File: src/hw/lut_pkg.sv
package lut_pkg;

   // Table word and key widths
   localparam int DATA_W     = 32;
   localparam int KEY_W      = 7;
   // One extra bit selects the bank
   localparam int RAM_ADDR_W = KEY_W + 1;
   localparam int BUS_ADDR_W = 32;
   localparam int LEN_W      = 8;
   localparam int CFG_ADDR_W = 3;

   typedef logic [DATA_W-1:0]     data_t;
   typedef logic [KEY_W-1:0]      key_t;
   typedef logic [RAM_ADDR_W-1:0] ram_addr_t;
   typedef logic [BUS_ADDR_W-1:0] bus_addr_t;
   typedef logic [LEN_W-1:0]      len_t;
   typedef logic [CFG_ADDR_W-1:0] cfg_addr_t;

   // Register map
   localparam cfg_addr_t REG_EXT_ADDR = 3'd0;
   localparam cfg_addr_t REG_LENGTH   = 3'd1;
   localparam cfg_addr_t REG_COUNT    = 3'd2;
   localparam cfg_addr_t REG_STRIDE   = 3'd3;
   localparam cfg_addr_t REG_PINGPONG = 3'd4;

   // Address generator states
   typedef enum logic [1:0] {
      IDLE,
      GEN,
      FINISH
   } loader_state_t;

endpackage

File: src/hw/lut_cfg_regs.sv
`timescale 1ns/1ps

module lut_cfg_regs import lut_pkg::*; (
   input  logic      clk,
   input  logic      rst,
   input  logic      cfg_valid,
   output logic      cfg_ready,
   input  cfg_addr_t cfg_addr,
   input  data_t     cfg_wdata,
   input  logic      busy,
   output bus_addr_t ext_addr,
   output len_t      length,
   output len_t      count,
   output key_t      stride,
   output logic      ping_pong
);

   logic wr_en;

   // Configuration is frozen while a load runs
   assign cfg_ready = !busy;
   assign wr_en     = cfg_valid && cfg_ready;

   always_ff @(posedge clk or posedge rst) begin
      if (rst) begin
         ext_addr  <= '0;
         length    <= '0;
         count     <= '0;
         stride    <= '0;
         ping_pong <= 1'b0;
      end else if (wr_en) begin
         case (cfg_addr)
            REG_EXT_ADDR: ext_addr  <= cfg_wdata;
            REG_LENGTH:   length    <= cfg_wdata[LEN_W-1:0];
            REG_COUNT:    count     <= cfg_wdata[LEN_W-1:0];
            REG_STRIDE:   stride    <= cfg_wdata[KEY_W-1:0];
            REG_PINGPONG: ping_pong <= cfg_wdata[0];
            default: ;
         endcase
      end
   end

   // Nothing may change under a running load
   a_no_write_busy: assert property (
      @(posedge clk) disable iff (rst)
      busy |=> $stable({ext_addr, length, count, stride, ping_pong})
   ) else $error("configuration changed while busy");

endmodule

File: config.mk
export PLATFORM = sky130hd
export DESIGN_NAME = lut_cfg_regs
export DESIGN_NICKNAME = d
export VERILOG_FILES = /design/src/hw/lut_pkg.sv /design/src/hw/lut_cfg_regs.sv
export SDC_FILE = /design/constraint.sdc
export NUM_CORES = 1
export LEC_CHECK = 0
export ABC_AREA = 1
export BUFFER_PORTS_ARGS = -buffer_cell sky130_fd_sc_hd__buf_4
export CAP_MARGIN = 40
export CORE_ASPECT_RATIO = 0.75
export CORE_MARGIN = 3
export CORE_UTILIZATION = 47
export DETAILED_ROUTE_END_ITERATION = 8
export GPL_ROUTABILITY_DRIVEN = 0
export GPL_TIMING_DRIVEN = 0
export PLACE_DENSITY = 0.84
export SYNTH_ARGS = -nofsm -noshare
export SYNTH_HDL_FRONTEND = slang
export SYNTH_SLANG_ARGS = --single-unit
File: constraint.sdc
create_clock -name clk -period 1.93 [get_ports clk]
set_clock_uncertainty 0.05 [all_clocks]
set_input_delay 0.193 -clock clk [delete_from_list [all_inputs] [get_ports clk]]
set_output_delay 0.193 -clock clk [all_outputs]
set_load 0.03 [all_outputs]
After elaboration in Yosys (flattened, before gate mapping):

Cells that the tools add are included.

* reduce and logical (&&, ||, !) cells: 8
* equality and inequality tests: 4

Operators with widths (number)
* $reduce_and A2 Y1: 5
* $eq A3 B2 Y1 const B: 2
* $eq A3 B1 Y1 const B: 1
* $eq A3 B3 Y1 const B: 1
* $logic_not A3 Y1: 1
* $logic_and A1 B1 Y1: 1
* $logic_not A1 Y1: 1

* bits in registers: 56
* logic and storage cells: 17
* input port bits: 39
* output and inout port bits: 57

Longest topological paths before layout:

* depth after elaboration: 3
* mapped depth: 7
* depth with buffers taken out: 5

Least setup slack after synthesis:

OpenSTA, ideal clock, no wires.

* kind: input-to-reg
* from: input busy
* to: register ext_addr[0]
* setup slack: 0.867 ns
* path buffers: 2
* required time: 1.815 ns
* cell stages on the path: 7
* data arrival time: 0.948 ns
* cell sequence: inv_2 nand2_1 nor2_2 buf_4 buf_2 nand3_1 nand2_1

* cells in the longest elaborated chain, start to end: 3

Ends and longest elaborated chain
* from (decl): line lut_cfg_regs.sv:10 `input logic busy,`
* $logic_not A1 Y1: line lut_cfg_regs.sv:21 `assign cfg_ready = !busy;`
* $logic_and A1 B1 Y1: line lut_cfg_regs.sv:22 `assign wr_en = cfg_valid && cfg_ready;`
* $reduce_and A2 Y1 (no source line)
* to (signal assigned): line lut_cfg_regs.sv:33 `REG_EXT_ADDR: ext_addr <= cfg_wdata;`
* to (decl): line lut_cfg_regs.sv:11 `output bus_addr_t ext_addr,`

Every way passes these cells.
A chain may end at the register's enable or synchronous reset.

Final worst setup path:

* from: register ext_addr[6]
* to: output ext_addr[6]

No word-level cell between the ends.

==> summary.md <==
* flip-flop — CP startpoint kind
* 66.60 um — chip height
* reg -> out — critical path type
* 50.04% — effective utilization at floorplan
* 3105 um2 — placed cell area
* 95 — number of buffers inserted by port buffering
* buf_4 — cell breakdown of the critical path
* 0 — count of nets left with antenna violations after detail routing
* ext_addr[6] — Crit Reg-Reg Endpoint
* 0 — Antenna Diode Count
* 0 — total of warnings raised by yosys
* 0.8781 GHz — maximum frequency from static timing analysis
* 61.23% — worst slew margin relative to its limit
* 393 — fillcell total
* 86.80 um — Die Span X
* 9.023 um2 — mean post-synth cell area
* 5879 um — wire length reported by the detailed router
* 69.71% — utilization after layout
* 0 — MaxCap Viol Count
* in -> reg — class of the most critical hold timing path
* 90 ps — clock-pin slew reported for the worst setup and hold paths after clock tree synthesis
* sky130_fd_sc_hd__dfrtp_1 — Critical Path Slowest Stage Cell
* 420 ps — maximum cell stage delay along the critical path
* sky130_fd_sc_hd__dfrtp_1 — top cell type by total area after synthesis
* no — unrepaired setup endpoints after global routing
* 0 — Setup Viol. Count Final
* 9632 um — global-route wire length before repair
* 96 — io pins
* 1139 ps — Tmin final
* sky130_fd_sc_hd__clkbuf_8 — clock tree root buffer cell
* done — TritonCTS clock tree
* 900 ps — crit path DAT
* 255 — post-synthesis instance total
* 2 — Max FO, Critical Path
* 5.068% — met3 usage in global routing
* 14 — Synth cell types
* 398 — net count of the finished layout
* 21 — row cnt
* 2076 — total vias in the final route
* output pin — kind of end point of the critical path
* 2301 um2 — netlist area before placement
* 0 — initial antenna violation count
* 52 — Iter 0 DRT Violations
* 30 — pin count of the biggest net entering global routing
* sky130_fd_sc_hd__dfrtp_1 61%, sky130_fd_sc_hd__nand2_1 19%, sky130_fd_sc_hd__nand3_1 12% — top cells by area in the synthesized netlist
* cfg_wdata[30] — hold path startpoint
* 0 — final number of max-transition violations
* 0 — remaining global-route overflow
* 1690 ps — endpoint required time on the critical path
* met2 — busiest layer in global routing
* 39.31% — layout overhead on the synthesized area
* 3 — number of cells on the worst hold path
* 1.803 nW — Leakage
* finished, final reports clean — status
* 4341 um — half-perimeter wire length of the detailed placement result
* 300 ps — clock latency on the worst-skew pair
* 1240 ps — worst setup slack for register-to-register paths
* 4 — number of detailed-routing iterations run before antenna repair
* 0.6900 mV — VDD IR-drop max
* 2 — CTS H-tree lvls
* 5 — CTS buffer count
* 294 — net count after synthesis
* 14.10 um — wire length per cell after detailed routing
* 2025 — via count of the first global-routing pass
* 2 — cells on worst reg2reg path
* 4598 um2 — core area
* 4.978 — ratio of routed vias to standard cells
* 21.42% — GRT Overall Usage
* 5780 um2 — Die Area
* 0 — Final Hold Vio Count
* 0 — number of design rule violations left after detail routing
* 1083 nW/um2 — pwr dens
* 3206 um2 — final cell area excluding filler cells
* 1 — CP Buf/Inv Count
* 56 — number of register bits inferred by synthesis
* 0 — cts repair resizes
* 32.77% — met2 layer usage reported by global route
* ext_addr[30] — sink of the worst hold path
* 56 — clock sink total
* ext_addr[6] — R2R Path Start
* 60.90% — area share of the largest cell type after synthesis
* 31.15% — met1 usage
* 580.6 ps — Least-Margin Pin Slew
* flip-flops — Largest delay share family, worst path
* 2 — clock buffer depth
* 59.01% — final worst-path cycle share
* 0 ps — aggregate negative setup slack
* 60.90% — share of the yosys chip area belonging to registers
* 35.56% — fraction of layout cells with a size suffix above 1
repair_timing:
action,in CTS,in global routing
hold buffers,1,0
buffers inserted,0,0
endpoints found under the hold margin,27,0
registers in the layout, indices dropped and copies added, names as in the netlist:
register	cells
ext_addr	32
count	8
length	8
stride	7
ping_pong	1
metrics by stage:
step / setup WS (ps) / total power [W] / hold WS, ps / std cells
floorplan: 315.7 / 0.002290 / 280.7 / 255
global placement: -378.3 / 0.002823 / 365.7 / 407
detailed placement: 624.0 / 0.002854 / 247.7 / 408
CTS: 782.0 / 0.003496 / 48.02 / 417
global route: 663.9 / 0.003667 / 42.12 / 417
finish: 791.2 / 0.003471 / 55.65 / 417
report_power, final:
part	total, W	internal [W]	switching [W]	leakage (nW)
clock	0.000645	0.000294	0.000351	0.0455
combinational	0.00127	0.000467	0.000807	1.05
sequential	0.00155	0.00141	0.000140	0.712
total	0.00347	0.00217	0.00130	1.80
worst max path at each step:
stage | endpoint | start | slack [ps] | depth (start not counted)
floorplan | count[0] | rst | 320 | 1
global placement | stride[2] | rst | -380 | 2
detailed placement | stride[0] | busy | 620 | 6
CTS | stride[2] | rst | 780 | 4
global route | stride[2] | rst | 660 | 4
finish | ext_addr[6] | ext_addr[6] | 790 | 1
routing by layer:
layer	share of wire, %	vias up
met4	0.65	0
met1	45	978
met3	7.5	5
met5	0	-
met2	47	72
li1	-	1021
logic make-up (layout without fill, tap and decap cells):
kind of cell | after synthesis | count (layout) | share of synthesized area [%]
flip-flops | 56 | 56 | 60.90
AND/OR/NAND/NOR | 181 | 181 | 35.45
buffers and inverters | 18 | 123 | 3.643
Yosys cell counts:
| library cell | n |
|---|---|
| sky130_fd_sc_hd__nand3_4 | 1 |
| sky130_fd_sc_hd__nand2_2 | 1 |
| sky130_fd_sc_hd__nor2_4 | 4 |
| sky130_fd_sc_hd__inv_2 | 4 |
| sky130_fd_sc_hd__nand3_1 | 56 |
| sky130_fd_sc_hd__buf_2 | 10 |
| sky130_fd_sc_hd__inv_1 | 2 |
| sky130_fd_sc_hd__nand3_2 | 2 |
| sky130_fd_sc_hd__clkbuf_1 | 1 |
| sky130_fd_sc_hd__nand2_1 | 114 |
| sky130_fd_sc_hd__nand4_1 | 1 |
| sky130_fd_sc_hd__dfrtp_1 | 56 |
| sky130_fd_sc_hd__buf_4 | 1 |
| sky130_fd_sc_hd__nor2_2 | 2 |
layout by cell type, fill, tap and decap left out, drive strengths merged:
cell type    instances
dfrtp               56
buf                107
nand3               59
dlygate4sd3          1
clkbuf               9
nand4                1
nand2              115
nor2                 6
inv                  6
cell type report:
type | count | area, um2 | area share (%)
buffer | 12 | 61.31 | 1.913
clock buffer | 8 | 90.09 | 2.810
inverter | 6 | 22.52 | 0.7026
multi-input combinational | 181 | 815.8 | 25.45
sequential | 56 | 1401 | 43.72
tap | 57 | 71.32 | 2.225
timing repair buffer | 97 | 743.2 | 23.19
(Power assumes the default switching activity.)
