==> config.mk <==
export PLATFORM = sky130hd
export DESIGN_NAME = lut_read_unit
export DESIGN_NICKNAME = d
export VERILOG_FILES = /design/src/hw/lut_pkg.sv /design/src/hw/lut_addr_gen.sv /design/src/hw/lut_mem_writer.sv /design/src/hw/lut_read_unit.sv
export SDC_FILE = /design/constraint.sdc
export NUM_CORES = 1
export LEC_CHECK = 0
export CAP_MARGIN = 0
export CORE_MARGIN = 8
export CORE_UTILIZATION = 61
export CTS_CLUSTER_DIAMETER = 60
export DETAILED_ROUTE_END_ITERATION = 8
export DONT_BUFFER_PORTS = 1
export GPL_TIMING_DRIVEN = 1
export PLACE_DENSITY = 0.77
export SLEW_MARGIN = 20
export SYNTH_ARGS = -nofsm -noshare
export SYNTH_HDL_FRONTEND = slang
export SYNTH_SLANG_ARGS = --single-unit
export TNS_END_PERCENT = 50
==> constraint.sdc <==
create_clock -name clk -period 2.46 [get_ports clk]
set_clock_uncertainty 0.15 [all_clocks]
set_input_delay 0.123 -clock clk [delete_from_list [all_inputs] [get_ports clk]]
set_output_delay 0.123 -clock clk [all_outputs]
set_load 0.02 [all_outputs]
==> src/hw/lut_pkg.sv <==
package lut_pkg;

   // Table word and key widths
   localparam int DATA_W     = 32;
   localparam int KEY_W      = 7;
   // One extra bit selects the bank
   localparam int RAM_ADDR_W = KEY_W + 1;
   localparam int BUS_ADDR_W = 32;
   localparam int LEN_W      = 8;
   localparam int CFG_ADDR_W = 3;

   typedef logic [DATA_W-1:0]     data_t;
   typedef logic [KEY_W-1:0]      key_t;
   typedef logic [RAM_ADDR_W-1:0] ram_addr_t;
   typedef logic [BUS_ADDR_W-1:0] bus_addr_t;
   typedef logic [LEN_W-1:0]      len_t;
   typedef logic [CFG_ADDR_W-1:0] cfg_addr_t;

   // Register map
   localparam cfg_addr_t REG_EXT_ADDR = 3'd0;
   localparam cfg_addr_t REG_LENGTH   = 3'd1;
   localparam cfg_addr_t REG_COUNT    = 3'd2;
   localparam cfg_addr_t REG_STRIDE   = 3'd3;
   localparam cfg_addr_t REG_PINGPONG = 3'd4;

   // Address generator states
   typedef enum logic [1:0] {
      IDLE,
      GEN,
      FINISH
   } loader_state_t;

endpackage

==> src/hw/lut_addr_gen.sv <==
`timescale 1ns/1ps

module lut_addr_gen import lut_pkg::*; (
   input  logic clk,
   input  logic rst,
   input  logic run,
   input  len_t count,
   input  key_t stride,
   output logic gen_valid,
   input  logic gen_ready,
   output key_t gen_addr
);

   loader_state_t state;
   len_t          remaining;

   assign gen_valid = (state == GEN);

   always_ff @(posedge clk or posedge rst) begin
      if (rst) begin
         state     <= IDLE;
         gen_addr  <= '0;
         remaining <= '0;
      end else if (run) begin
         // A new run restarts from key zero
         gen_addr  <= '0;
         remaining <= count;
         state     <= (count == '0) ? FINISH : GEN;
      end else begin
         case (state)
            GEN: begin
               if (gen_valid && gen_ready) begin
                  gen_addr  <= gen_addr + stride;
                  remaining <= remaining - 1'b1;
                  if (remaining == len_t'(1))
                     state <= FINISH;
               end
            end
            FINISH:  state <= IDLE;
            default: state <= IDLE;
         endcase
      end
   end

   a_addr_stable: assert property (
      @(posedge clk) disable iff (rst)
      gen_valid && !gen_ready && !run |=> $stable(gen_addr)
   ) else $error("gen_addr changed while stalled");

endmodule

==> src/hw/lut_mem_writer.sv <==
`timescale 1ns/1ps

module lut_mem_writer import lut_pkg::*; (
   input  logic  clk,
   input  logic  rst,
   input  logic  gen_valid,
   output logic  gen_ready,
   input  key_t  gen_addr,
   input  logic  bus_ready,
   input  data_t bus_rdata,
   output logic  bus_valid,
   input  logic  stop,
   output logic  mem_we,
   output key_t  mem_addr,
   output data_t mem_data
);

   logic beat;

   // Keep requesting until the burst ends so excess beats drain
   assign bus_valid = !stop;
   assign beat      = bus_valid && bus_ready;
   // An address is only taken together with a beat
   assign gen_ready = beat;

   always_ff @(posedge clk or posedge rst) begin
      if (rst)
         mem_we <= 1'b0;
      else
         mem_we <= beat && gen_valid;
   end

   always_ff @(posedge clk) begin
      mem_addr <= gen_addr;
      mem_data <= bus_rdata;
   end

endmodule

==> src/hw/lut_read_unit.sv <==
`timescale 1ns/1ps

module lut_read_unit import lut_pkg::*; (
   input  logic      clk,
   input  logic      rst,
   input  logic      run,
   output logic      done,
   input  bus_addr_t ext_addr,
   input  len_t      length,
   input  len_t      count,
   input  key_t      stride,
   input  logic      ping_pong,
   output logic      bus_valid,
   output bus_addr_t bus_addr,
   output len_t      bus_len,
   input  logic      bus_ready,
   input  data_t     bus_rdata,
   input  logic      bus_last,
   input  logic      key_valid,
   input  key_t      key,
   output logic      value_valid,
   output ram_addr_t ram_a_addr,
   output logic      ram_b_we,
   output ram_addr_t ram_b_addr,
   output data_t     ram_b_wdata
);

   logic active_bank;
   logic key_valid_d;
   logic gen_valid;
   logic gen_ready;
   key_t gen_addr;
   key_t wr_key;

   always_ff @(posedge clk or posedge rst) begin
      if (rst)
         done <= 1'b1;
      else if (run)
         done <= 1'b0;
      else if (bus_valid && bus_ready && bus_last)
         done <= 1'b1;
   end

   always_ff @(posedge clk or posedge rst) begin
      if (rst)
         active_bank <= 1'b0;
      else if (run)
         active_bank <= ping_pong ? !active_bank : 1'b0;
   end

   always_ff @(posedge clk or posedge rst) begin
      if (rst) begin
         bus_addr <= '0;
         bus_len  <= '0;
      end else if (run) begin
         bus_addr <= ext_addr;
         bus_len  <= length;
      end
   end

   // Two-stage lookup, address register then RAM read
   always_ff @(posedge clk or posedge rst) begin
      if (rst) begin
         key_valid_d <= 1'b0;
         value_valid <= 1'b0;
      end else begin
         key_valid_d <= key_valid;
         value_valid <= key_valid_d;
      end
   end

   always_ff @(posedge clk) begin
      ram_a_addr <= {active_bank, key};
   end

   lut_addr_gen addr_gen_i (
      .clk       (clk),
      .rst       (rst),
      .run       (run),
      .count     (count),
      .stride    (stride),
      .gen_valid (gen_valid),
      .gen_ready (gen_ready),
      .gen_addr  (gen_addr)
   );

   lut_mem_writer mem_writer_i (
      .clk       (clk),
      .rst       (rst),
      .gen_valid (gen_valid),
      .gen_ready (gen_ready),
      .gen_addr  (gen_addr),
      .bus_ready (bus_ready),
      .bus_rdata (bus_rdata),
      .bus_valid (bus_valid),
      .stop      (done),
      .mem_we    (ram_b_we),
      .mem_addr  (wr_key),
      .mem_data  (ram_b_wdata)
   );

   // Loads always land in the bank not being looked up
   assign ram_b_addr = {!active_bank, wr_key};

   a_run_when_done: assert property (
      @(posedge clk) disable iff (rst)
      run |-> done
   ) else $error("run issued while a load is in progress");

endmodule

## Word-level counts from Yosys, hierarchy flattened

Index checks and enable logic that the tools add are counted.

- Add/sub/neg operators: 2
- $mul: 0
- Div/mod/pow operators: 0
- $lt $le $gt $ge: 0
- Equality and inequality tests: 4
- Shifts and indexed selects: 0
- Muxes and demuxes: 14
- Bitwise logic cells: 0
- Reductions and logical operators: 11

Operator list:

| kind | number |
|---|---|
| 8-bit two-way mux | 3 |
| 7-bit two-way mux | 3 |
| 2-bit two-way mux | 5 |
| 8-bit by 1-bit equality test with 1-bit output (second input constant) | 1 |
| 8-bit zero test | 1 |
| 8-bit by 1-bit subtractor with 8-bit output (second input constant) | 1 |
| 7-bit adder | 1 |
| 3-bit inequality test (second input constant) | 2 |
| 2-bit nonzero test | 3 |
| 2-bit AND reduction | 2 |
| 1-bit logical AND | 3 |
| 1-bit two-way mux | 3 |
| 2-bit by 1-bit equality test with 1-bit output (second input constant) | 1 |
| 1-bit zero test | 2 |

- Register bits after elaboration: 109
- Bits in latches: 0
- Memory bits (writable): 0
- Memory bits (read-only): 0
- Input bits: 101
- Logic and storage cells: 44
- Memories kept: 0

## Depth between registers and ports, before layout

Gate-level depths: netlist of run 1.

- Word-level depth: 6
- Mapped depth: 8
- Mapped depth without buffers: 8

## Hierarchy

From an unflattened synthesis of run 1, not the netlist that was laid out.

- Cell total of the unflattened synthesis: 275
- Area, all modules: 3,951.3 um^2

Modules (own cells, without submodules):

| module | times used | cells an instance | area an instance (um^2) | sequential area each (um^2) |
|---|---|---|---|---|
| lut_read_unit | 1 | 103 | 1,968.1 | 1,262.5 |
| lut_addr_gen | 1 | 128 | 1,154.9 | 425.4 |
| lut_mem_writer | 1 | 44 | 828.3 | 805.8 |

## Least setup slack after synthesis of run 1

No wires, ideal clock.

- Path kind: reg-to-reg
- Start: reg addr_gen_i.gen_addr[0]
- End: reg addr_gen_i.gen_addr[6]
- Library setup time: 0.125 ns
- Arrival time: 1.843 ns
- Required time: 2.185 ns
- Slack: 0.343 ns
- Cell stages (with the launch flop): 9
- Buffers on the path: 0
- Period minus slack after synthesis: 2.117 ns
- Path through: dfrtp_1 ha_1 inv_1 fa_1 nand2b_1 a21oi_1 nand4b_1 o211ai_1 mux2_2

- Word-level cells in the longest chain between the ends: 4

RTL lines:

| what | line | source |
|---|---|---|
| from (decl) | lut_addr_gen.sv:11 | `output key_t gen_addr` |
| from (signal assigned) | lut_addr_gen.sv:33 | `gen_addr <= gen_addr + stride;` |
| 7-bit adder | lut_addr_gen.sv:33 |  |
| 7-bit two-way mux | lut_addr_gen.sv:32 | `if (gen_valid && gen_ready) begin` |
| 7-bit two-way mux | lut_addr_gen.sv:30 | `case (state)` |
| 7-bit two-way mux | lut_addr_gen.sv:24 | `end else if (run) begin` |

Every way passes these cells. The select of a mux whose other input is x is not followed.
A chain may end at the register's enable or synchronous reset.

## Worst setup path after layout of run 1

Same ends and word-level chain as after synthesis.

==> metrics list, run 1 <==
- Count of buffer and inverter cells on the critical path: 1
- Crit path max-delay family: adder cells
- Biggest area consumer among synthesized cells: dfrtp_1
- Number of filler instances in the final layout: 269
- The synthesized design contains 0 enable-type register cells.
- Startpoint types: flip-flop
* Cts bufs inserted: 9
- Status: completed
- Critical Path AT: 2.36 ns
- Final ANT Viol Nets: 0
- Width of the chip: 93.9 um
* Post-synth top flop: dfrtp_1
* Post-layout total power: 3.61 mW
- Routed via count divided by cell count: 5.72
* Mean post-synth cell area: 13.7 um2
- Syn nets: 380
- Pin count of the biggest net entering global routing: 74
- Library cell used as clock root buffer: clkbuf_8
- In the final routed layout, each cell accounts on average for 24.8 um.
- Global routing used 25.6% of the available tracks across all layers.
- Ratio of total power to cell area: 726 nW/um2
- The routed design could run at a clock period as short as 2.26 ns.
- Counting buffers and inverters, the worst setup path is 8 cells deep.
- Input and output buffers added on the ports amount to 0.
* Cell types with the largest area share after synthesis: dfrtp_1 41%, dfxtp_1 25%, mux2_2 12%, ha_1 2.7%, nand2_1 1.7%
* Number of top-level design ports: 193
* Cell breakdown of the critical path: ha_1 > inv_1 > fa_1 > nand2b_1 > a21oi_1 > nand4b_1 > o211ai_1 > mux2_2
- Of the available clock period, the critical path in the final layout requires 92.0%.
- The number of gates resized after CTS was 0.
* Initial standard-cell utilization of the core: 62.9%
- Reported leakage power: 2.08 nW
- For this run, design rule violations remaining after detail routing come to 0.
- The number of setup buffers added after CTS is 0.
- Wire length of the first global-routing pass: 16800 um
- Beginning of the worst hold path: stride[5]
- The first detailed-routing pass took 4 iterations.
* Total of endpoints with negative setup slack in the final report: 0
* Seq cells post-synth: 109
- The via count of the first global-routing pass is 2889.
* Cell at the slowest stage of the critical path: fa_1
- In this run the register-to-register setup slack is 0.20 ns.
* DPL Wire Length: 6840 um
- The floorplan step set the die height to 93.9 um.
- Worst Hold Endpoint: addr_gen_i.gen_addr[5]$_DFFE_PP0P_
- Hold Path Stages: 3
- The tool flagged a number of max-cap violations equal to 0.
- The routed layout has 2596 vias.
- Setup repair after global routing missed its margin: false
- Of all nets on the critical path, the largest fanout is 3.
- Detailed router's first-iteration violation count: 119
- Cell variety after synth: 37
- Counting cells, the worst reg-to-reg path comes to 8.
- In this run the cell area measured after placement is 3780 um2.
* Worst skew pair latency: 0.36 ns
- The die covers 8820 um2.
* Total routed wirelength: 11300 um
* Endpoint type of the worst setup path: flip-flop
* Worst slew margin relative to its limit: 67.9%
- Reg-to-Reg End: addr_gen_i.gen_addr[6]$_DFFE_PP0P_
* Fraction of layout instances using a drive strength above 1: 17.8%
- Global routing finished with a remaining overflow of 0.
- The core region is 5890 um2.
* Highest ir drop seen on vdd: 0.000465 V
- The library cell used most frequently in the layout, excluding fill and tap cells, is dlygate4sd3_1.
- Routability-driven placement finished with a final weighted congestion of 0.820.
- Synthesized cell area: 3700 um2
- Hold violation count in the final report: 0
- Proportion of register bits with asynchronous set or reset after synthesis: 56.9%
- Number of standard cells after synthesis: 270
- During synthesis, Yosys emitted a total of 0 warnings.
- Class of the worst hold path: in2reg
* Max clock buf depth: 2
- Adding up every negative setup slack in the final design gives 0 ns.
* Path type of the worst setup path: reg2reg
- In the layout the commonest cells are 97 x dlygate4sd3_1, 61 x dfrtp_1, 47 x dfxtp_1.
* Final Max Slew Viols: 0
- Std cell rows: 28
- Worst stage delay on the critical path: 0.40 ns
* Number of antenna violations at the first check in global routing: 1
- The clock drives 109 sinks.
* Hold-fix buffers at CTS: 98
- TritonCTS built the clock tree.
- Critical Path RT: 2.56 ns
- For this run, the share of the core covered by cells in the final layout is 84.4%.
- After clock tree synthesis, the clock-pin slew on the worst setup and hold paths is 0.10 ns.
- With fillers left out, the area of the finished cells amounts to 4970 um2.
- Area Overhead vs Synth: 34.1%
- Worst-Margin Slew: 0.477 ns
- Clock H-tree levels: 3
- Timing would allow up to 442 MHz.
- Source of the worst register-to-register timing path: addr_gen_i.gen_addr[0]$_DFFE_PP0P_
- In the final design database the tool counted 482 nets.
- After synthesis, the largest area contributor takes up 41.2% of total cell area.
- Sequential area share after synthesis: 67.3%
cell usage after synthesis (2+ instances only):
cell type and instances:
a211oi_1 4, a21oi_1 8, buf_1 5, clkbuf_1 4
dfrtp_1 61, dfxtp_1 47, ha_1 8, inv_1 10
mux2_2 41, nand2_1 17, nand2b_1 2, nand3_1 6
nand4b_1 2, nor2_1 11, nor2b_1 2, nor3_1 2
nor3b_1 2, nor4_1 2, o211ai_1 2, o21ai_0 11
o21ai_1 2, xnor2_1 5, xor2_1 2
where the power goes:
group / internal, mW / switching, mW / leakage (nW)
Sequential: 1.92 / 0.263 / 1.14
Combinational: 0.233 / 0.180 / 0.855
Clock: 0.383 / 0.624 / 0.0893
how the worst max path moves through the flow:
stage / startpoint / endpoint / slack [ns]
floorplan: addr_gen_i.gen_addr[0]$_DFFE_PP0P_ / addr_gen_i.gen_addr[6]$_DFFE_PP0P_ / 0.34
global placement: addr_gen_i.gen_addr[0]$_DFFE_PP0P_ / addr_gen_i.gen_addr[6]$_DFFE_PP0P_ / 0.26
detailed placement: addr_gen_i.gen_addr[0]$_DFFE_PP0P_ / addr_gen_i.gen_addr[6]$_DFFE_PP0P_ / 0.20
CTS: addr_gen_i.gen_addr[0]$_DFFE_PP0P_ / addr_gen_i.gen_addr[6]$_DFFE_PP0P_ / 0.19
global route: addr_gen_i.gen_addr[0]$_DFFE_PP0P_ / addr_gen_i.gen_addr[6]$_DFFE_PP0P_ / 0.06
finish: addr_gen_i.gen_addr[0]$_DFFE_PP0P_ / addr_gen_i.gen_addr[6]$_DFFE_PP0P_ / 0.20
area by class of cell:
class                      instances  area, um2  share of cell area [%]
timing repair buffer             101       1020                    20.5
sequential                       109       2490                    50.2
clock inverter                     7       60.1                    1.21
antenna                            2       5.00                   0.101
inverter                          10       37.5                   0.755
tap                               75       93.8                    1.89
clock buffer                       9        124                    2.49
multi-input combinational        141       1130                    22.8
state kept, by name (all words and copies together), names as in the netlist:
name	flops
addr_gen_i.state	2
bus_len	8
bus_addr	32
done	1
mem_writer_i.mem_we	1
ram_a_addr	8
key_valid_d	1
addr_gen_i.remaining	8
mem_writer_i.mem_addr	7
mem_writer_i.mem_data	32
value_valid	1
active_bank	1
addr_gen_i.gen_addr	7
through the flow:
stage                     setup slack, ns  cells  hold slack [ns]
after floorplan                     0.343    270         0.000717
after global placement              0.265    338           -0.113
after detailed placement            0.201    338           -0.118
after CTS                           0.185    452           0.0145
after global routing               0.0552    453           0.0678
final                               0.196    454           0.0331
metal layers:
layer,global-route usage (%),share of wire (%),vias to the layer above
met5,0,0,-
li1,-,-,1143
met4,10.7,2.1,0
met3,10.5,11,25
met1,26.2,35,1253
met2,45.0,53,175
worst register-to-register path, cell delays in order (launching register included):
cell,delay (ns)
dfrtp_1,0.37
ha_1,0.19
inv_1,0.06
fa_1,0.40
nand2b_1,0.18
a21oi_1,0.22
nand4b_1,0.12
o211ai_1,0.11
mux2_2,0.35
cell families (layout without fill, tap and decap cells):
logic type      after synthesis  count (layout)  synth area share [%]
flops                       109             109                  67.3
simple gates                 52              52                  8.17
mux                          41              41                  12.5
compound gates               32              32                  5.10
buf+inv                      20             127                  2.06
fa+ha+maj                     9               9                  3.24
xor+xnor                      7               7                  1.65
other cells                   0               2                     0
Power figures use the tool's default switching activity.
==> inputs of run 2 (changes only) <==
--- a/config.mk
+++ b/config.mk
@@ -6,11 +6,12 @@
 export NUM_CORES = 1
 export LEC_CHECK = 0
 export CAP_MARGIN = 0
-export CORE_MARGIN = 8
+export CORE_MARGIN = 4
 export CORE_UTILIZATION = 61
 export CTS_CLUSTER_DIAMETER = 60
 export DETAILED_ROUTE_END_ITERATION = 8
 export DONT_BUFFER_PORTS = 1
+export GPL_ROUTABILITY_DRIVEN = 0
 export GPL_TIMING_DRIVEN = 1
 export PLACE_DENSITY = 0.77
 export SLEW_MARGIN = 20
==> metrics list, run 2 (synthesized netlist as in run 1, its figures left out) <==
- Status: completed
- Leftover overflow at the end of global routing: 0 (unchanged)
* Sequential Power Share: 61.1% (+0.5 points)
- Overall via count from detail_route: 2543 (-2.0%)
- Source of the worst register-to-register timing path: addr_gen_i.gen_addr[0]$_DFFE_PP0P_
* Reported leakage power: 2.10 nW (+0.63%)
* Total routed wirelength: 9870 um (-13%)
- The startpoint identified for the worst hold timing path is stride[6].
- Fraction of layout instances using a drive strength above 1: 17.5% (-0.31 points)
* Class of the worst hold path: in2reg
* Ratio of total power to cell area: 716 nW/um2 (-1.3%)
- Pin count of the biggest net entering global routing: 74 (unchanged)
- TritonCTS built the clock tree.
- Cell count of the worst reg-to-reg path: 8 (unchanged)
- The total negative setup slack is 0 ns (unchanged).
- The initial detailed-routing violation count came to 116 (-2.5%).
- Std cell rows: 28 (unchanged)
* Hold violation count in the final report: 0 (unchanged)
- The worst vdd rail ir drop was 0.000579 V (+25%).
* Width of the chip: 85.9 um (-8.5%)
* Wire length of the first global-routing pass: 15000 um (-11%)
* Total setup buffers inserted after CTS: 0 (unchanged)
* Reg-to-Reg End: addr_gen_i.gen_addr[6]$_DFFE_PP0P_
* Hold Path Stages: 3 (unchanged)
- The number of nets in the layout is 483 (+0.21%).
- For hold timing, the worst endpoint is addr_gen_i.gen_addr[6]$_DFFE_PP0P_.
- The period utilization came to 92.6% (+0.57 points).
- Area Overhead vs Synth: 34.6%
- Standard cell core area: 5920 um2 (+0.60%)
- The final period demand of the worst path came to 2.28 ns (+0.0141 ns).
* Relative contribution of combinational cells to total power: 11.6% (about the same)
* Overall die area: 7380 um2 (-16%)
- Clock Power Share: 27.4% (-0.5 points)
* # Max-Cap Violations: 0 (unchanged)
- Max clock buf depth: 2 (unchanged)
* Final ANT Viol Nets: 0 (unchanged)
- The clock latency on the worst-skew pair was 0.35 ns (about the same).
- The switching power summed over all nets came to 1.01 mW (-5.2%).
* Sequential cell area in the final layout: 2490 um2 (unchanged)
- The effective utilization at floorplan is 62.6% (-0.37 points).
* Cts bufs inserted: 9 (unchanged)
- Fraction of power spent switching nets: 28.3% (-1.3 points)
- The relative slew slack came to 54.1% (-14 points).
* Routed length per instance: 21.8 um (-12%)
* Area of the multi-input gates: 1140 um2 (+0.33%)
- The port buffer count was 0 (unchanged).
- Path type of the worst setup path: in2reg
- DPL Wire Length: 5790 um (-15%)
- The overall power consumption was 3.57 mW (-1.0%).
- Number of filler instances in the final layout: 290 (+7.8%)
- The maximum clock rate was 439 MHz (-0.62%).
- The overall fraction of global-route tracks in use is 27.3% (+1.7 points).
- Total of endpoints with negative setup slack in the final report: 0 (unchanged)
- Clock net sink count: 109 (unchanged)
* Clock H-tree levels: 3 (unchanged)
* Endpoint type of the worst setup path: flip-flop
- The total count of max-transition violations in the final report was 0 (unchanged).
- Clock-pin slew reported for the worst setup and hold paths after clock tree synthesis: 0.10 ns (about the same)
- The die outline height is 85.9 um (-8.5%).
* Leading cell type in the layout, fill and taps excluded: dlygate4sd3_1
- Pre-Repair DR Iteration Count: 4 (unchanged)
- Worst-case register-to-register setup slack: 0.21 ns (about the same)
- Internal power of the cells: 2.56 mW (+0.76%)
- Setup repair after global routing missed its margin: false
- Routed via count divided by cell count: 5.61 (-1.8%)
- Startpoint types: input pin
- Vias in the first global route: 2829 (-2.1%)
* Critical Path RT: 2.58 ns (+0.02 ns)
- Number of antenna violations at the first check in global routing: 0 (-1)
* Drc violations: 0 (unchanged)
- Largest registers: bus_addr: 32 flops, mem_writer_i.mem_data: 32 flops
* Number of top-level design ports: 193 (unchanged)
- Total inserted antenna cells: 0 (-2)
- Library cell used as clock root buffer: clkbuf_8
- Maximum net fanout on the critical path: 2 (-1)
- The slew at the pin closest to its max-slew limit came to 0.688 ns (+0.211 ns).
- In the layout the commonest cells are 99 x dlygate4sd3_1, 61 x dfrtp_1, 47 x dfxtp_1.
- The worst path arrival time is 2.40 ns (+0.04 ns).
## run 2: repair_timing
action,CTS,global route
endpoints found under the hold margin,130,0
endpoints found under the setup margin,0,1
hold buffers,100,0
resized for setup,0,1
## run 2: cell type report
cell class,count,share of cell area [%]
flip-flops and latches,109,50.0
clock buffers,11,2.84
well taps,75,1.88
clock inverters,5,0.703
inverters,10,0.753
repair buffers,102,21.0
multi-input cells,141,22.8
## run 2: metrics by stage
| stage | setup WS (ns) | cell area (um2) | std cells | hold WS, ns | util [%] |
|---|---|---|---|---|---|
| floorplan | 0.343 | 3700 | 270 | 0.000717 | - |
| global placement | 0.259 | 3790 | 337 | -0.00745 | 64.0 |
| detailed placement | 0.201 | 3790 | 337 | 0.000763 | 64.0 |
| CTS | 0.189 | 4980 | 453 | 0.00259 | 84.2 |
| global route | 0.00983 | 4990 | 453 | 0.0223 | 84.2 |
| finish | 0.182 | 4990 | 453 | 0.0145 | 84.2 |
## run 2: metal layers
metal / vias to the layer above / global-route usage (%) / share of wire, %
li1: 1123 / - / -
met1: 1253 / 31.9 / 38
met2: 145 / 45.8 / 51
met3: 22 / 8.74 / 8.6
met4: 0 / 12.4 / 2.7
met5: - / 0 / 0
## run 2: critical path, cell delays in order
cell and delay (ns):
dlygate4sd3_1 0.57, nor4_1 0.27, dlygate4sd3_1 0.64, nand3_1 0.09
dlygate4sd3_1 0.60, o21ai_0 0.10
## run 2: worst max path at each step
stage / startpoint / endpoint / slack, ns / cells after the start
2_1_floorplan: addr_gen_i.gen_addr[0]$_DFFE_PP0P_ / addr_gen_i.gen_addr[6]$_DFFE_PP0P_ / 0.34 / 8
3_3_place_gp: addr_gen_i.gen_addr[0]$_DFFE_PP0P_ / addr_gen_i.gen_addr[6]$_DFFE_PP0P_ / 0.26 / 8
3_5_place_dp: addr_gen_i.gen_addr[0]$_DFFE_PP0P_ / addr_gen_i.gen_addr[6]$_DFFE_PP0P_ / 0.20 / 8
4_1_cts: addr_gen_i.gen_addr[0]$_DFFE_PP0P_ / addr_gen_i.gen_addr[6]$_DFFE_PP0P_ / 0.19 / 8
5_1_grt: addr_gen_i.gen_addr[0]$_DFFE_PP0P_ / addr_gen_i.gen_addr[6]$_DFFE_PP0P_ / 0.01 / 8
6_report: count[6] / addr_gen_i.state[1]$_DFFE_PP0P_ / 0.18 / 6
## run 2: power by group through the flow
stage | sequential [mW] | combinational, mW | clock (mW)
final | 2.18 | 0.413 | 0.978
after global routing | 2.20 | 0.452 | 1.07
after CTS | 2.18 | 0.399 | 0.986
after detailed placement | 2.21 | 0.250 | 0
after global placement | 2.21 | 0.236 | 0
after floorplan | 2.17 | 0.221 | 0
==> inputs of run 3 (changes only) <==
--- a/config.mk
+++ b/config.mk
@@ -13,8 +13,8 @@
 export DONT_BUFFER_PORTS = 1
 export GPL_ROUTABILITY_DRIVEN = 0
 export GPL_TIMING_DRIVEN = 1
-export PLACE_DENSITY = 0.77
-export SLEW_MARGIN = 20
+export PLACE_DENSITY_LB_ADDON = 0.2
+export SETUP_SLACK_MARGIN = 0.1
 export SYNTH_ARGS = -nofsm -noshare
 export SYNTH_HDL_FRONTEND = slang
 export SYNTH_SLANG_ARGS = --single-unit
==> metrics list, run 3 (synthesized netlist as in run 1, its figures left out) <==
- Clock-pin slew reported for the worst setup and hold paths after clock tree synthesis: 0.10 ns (about the same)
- Critical Path AT: 2.37 ns (-0.03 ns)
- The largest fanout of any net on the critical path is 2 (unchanged).
* Hold slack: 0.0197 ns (+0.00520 ns)
* Final ANT Viol Nets: 0 (unchanged)
- Area Overhead vs Synth: 34.5% (about the same)
- Crit path from: count[6]
* Worst slew margin relative to its limit: 71.2% (+17 points)
* Detailed router's first-iteration violation count: 115 (-0.86%)
- Fraction of layout instances using a drive strength above 1: 18.2% (+0.75 points)
- Initial standard-cell utilization of the core: 62.6% (unchanged)
- Endpoint type of the worst setup path: flip-flop
- The worst vdd rail ir drop is 0.000492 V (-15%).
- The number of rows in the core area came to 28 (unchanged).
* Wire length of the first global-routing pass: 14400 um (-3.6%)
- The final critical-path setup slack came to 0.207 ns (+0.0253 ns).
- Final Net Count: 484 (+0.21%)
- Leftover overflow at the end of global routing: 0 (unchanged)
- Source of the worst register-to-register timing path: addr_gen_i.gen_addr[0]$_DFFE_PP0P_
- Max clock buf depth: 2 (unchanged)
- The worst setup path is of the in2reg kind.
- Setup repair after global routing missed its margin: false
* Clock net sink count: 109 (unchanged)
* Reported leakage power: 2.10 nW (about the same)
* Number of buffers added on ports: 0 (unchanged)
- The slew at the pin closest to its max-slew limit came to 0.431 ns (-0.257 ns).
* Library cell used as clock root buffer: clkbuf_8
- The total count of max-transition violations in the final report is 0 (unchanged).
- The via count of the routed design was 2541 (-0.079%).
* Number of antenna violations at the first check in global routing: 1 (+1)
- The H-tree depth reported by CTS came to 3 (unchanged).
- Ratio of total power to cell area: 713 nW/um2 (-0.45%)
- The final-report setup violation count is 0 (unchanged).
- The number of vias per cell came to 5.58 (-0.52%).
- STA classifies the critical path startpoint as an input pin.
* Status: completed
* Overall die area: 7380 um2 (unchanged)
- DPL Wire Length: 5560 um (-3.9%)
- The worst endpoint required time came to 2.58 ns (about the same).
- Routed length per instance: 20.6 um (-5.6%)
* Worst skew pair latency: 0.34 ns (about the same)
* Cts bufs inserted: 9 (unchanged)
- The largest registers in the layout are bus_addr: 32 flops, mem_writer_i.mem_data: 32 flops.
- # Max-Cap Violations: 0 (unchanged)
- In this run the most critical hold path is launched from stride[6].
* Standard cell core area: 5920 um2 (unchanged)
- Leading cell type in the layout, fill and taps excluded: dlygate4sd3_1
* Max Clk Rate: 444 MHz (+1.1%)
- GRT Total Usage: 26.0% (-1.3 points)
* Hold violation count in the final report: 0 (unchanged)
- The final wirelength is 9350 um (-5.2%).
* Clock tree from TritonCTS: built
- Drc violations: 0 (unchanged)
- The x dimension of the die was 85.9 um (unchanged).
* Hold Path Stages: 3 (unchanged)
- Pre-CTS WS: 0.155 ns (-0.0467 ns)
* Vias in the first global route: 2759 (-2.5%)
- Sum of negative setup slack: 0 ns (unchanged)
- Pin count of the biggest net entering global routing: 74 (unchanged)
- Number of top-level design ports: 193 (unchanged)
* Leading cell types in the layout, fill and taps excluded: 98 x dlygate4sd3_1, 61 x dfrtp_1, 47 x dfxtp_1
- The worst-case reg-to-reg path depth came to 8 (unchanged).
- The detailed-routing iteration count for the pre-antenna-repair pass was 4 (unchanged).
- Die Y-Extent: 85.9 um (unchanged)
- Period Utilization, post-route: 91.6% (-1.0 points)
- Class of the worst hold path: in2reg
- The final period demand of the worst path was 2.25 ns (-0.0253 ns).
-- run 3: final cells by class --
cell class,count,area [um2]
antenna,1,2.50
clock buffer,11,141
clock inverter,5,36.3
fill,288,936
inverter,10,37.5
multi-input combinational,141,1140
sequential,109,2490
tap,75,93.8
timing repair buffer,103,1040
-- run 3: metrics by stage --
stage	cells	area, um2	power (mW)	utilization (%)
detailed placement	338	3780	2.45	63.9
global placement	338	3780	2.44	63.9
CTS	453	4970	3.54	83.9
global route	455	4980	3.71	84.2
floorplan	270	3700	2.40	-
finish	455	4980	3.55	84.2
-- run 3: path summary, 6_finish.rpt --
| path | slack (ns) | to |
|---|---|---|
| max in group asynchronous | 1.37 | done$_DFFE_PP1P_ |
| hold reg to reg | 0.23 | ram_a_addr[7]$_DFF_P_ |
| min in group asynchronous | 0.09 | bus_addr[28]$_DFFE_PP0P_ |
| hold / removal | 0.02 | addr_gen_i.gen_addr[6]$_DFFE_PP0P_ |
| setup reg to reg | 0.22 | addr_gen_i.gen_addr[6]$_DFFE_PP0P_ |
| setup / recovery | 0.21 | addr_gen_i.state[1]$_DFFE_PP0P_ |
-- run 3: worst max-delay path: stages --
cell	delay (ns)
dlygate4sd3_1	0.57
nor4_1	0.32
dlygate4sd3_1	0.62
nand3_1	0.07
dlygate4sd3_1	0.58
o21ai_0	0.08
-- run 3: what timing repair did --
action	4_1_cts	5_1_grt
hold endpoints to repair	161	0
resized for setup	0	2
setup endpoints to repair	0	1
buffers inserted	0	1
hold buffers	99	0
-- run 3: layer usage --
layer | share of wire (%) | global-route usage (%) | vias to the layer above
li1 | - | - | 1132
met3 | 8.5 | 8.07 | 26
met5 | 0 | 0 | -
met1 | 34 | 28.6 | 1237
met4 | 3.1 | 11.7 | 0
met2 | 54 | 45.8 | 146
-- run 3: power breakdown --
| group | internal (mW) | leakage (nW) | total (mW) | switching (mW) |
|---|---|---|---|---|
| registers | 1.92 | 1.14 | 2.18 | 0.253 |
| clock network | 0.401 | 0.0937 | 0.974 | 0.572 |
| logic | 0.235 | 0.864 | 0.403 | 0.168 |
| total | 2.56 | 2.10 | 3.55 | 0.993 |
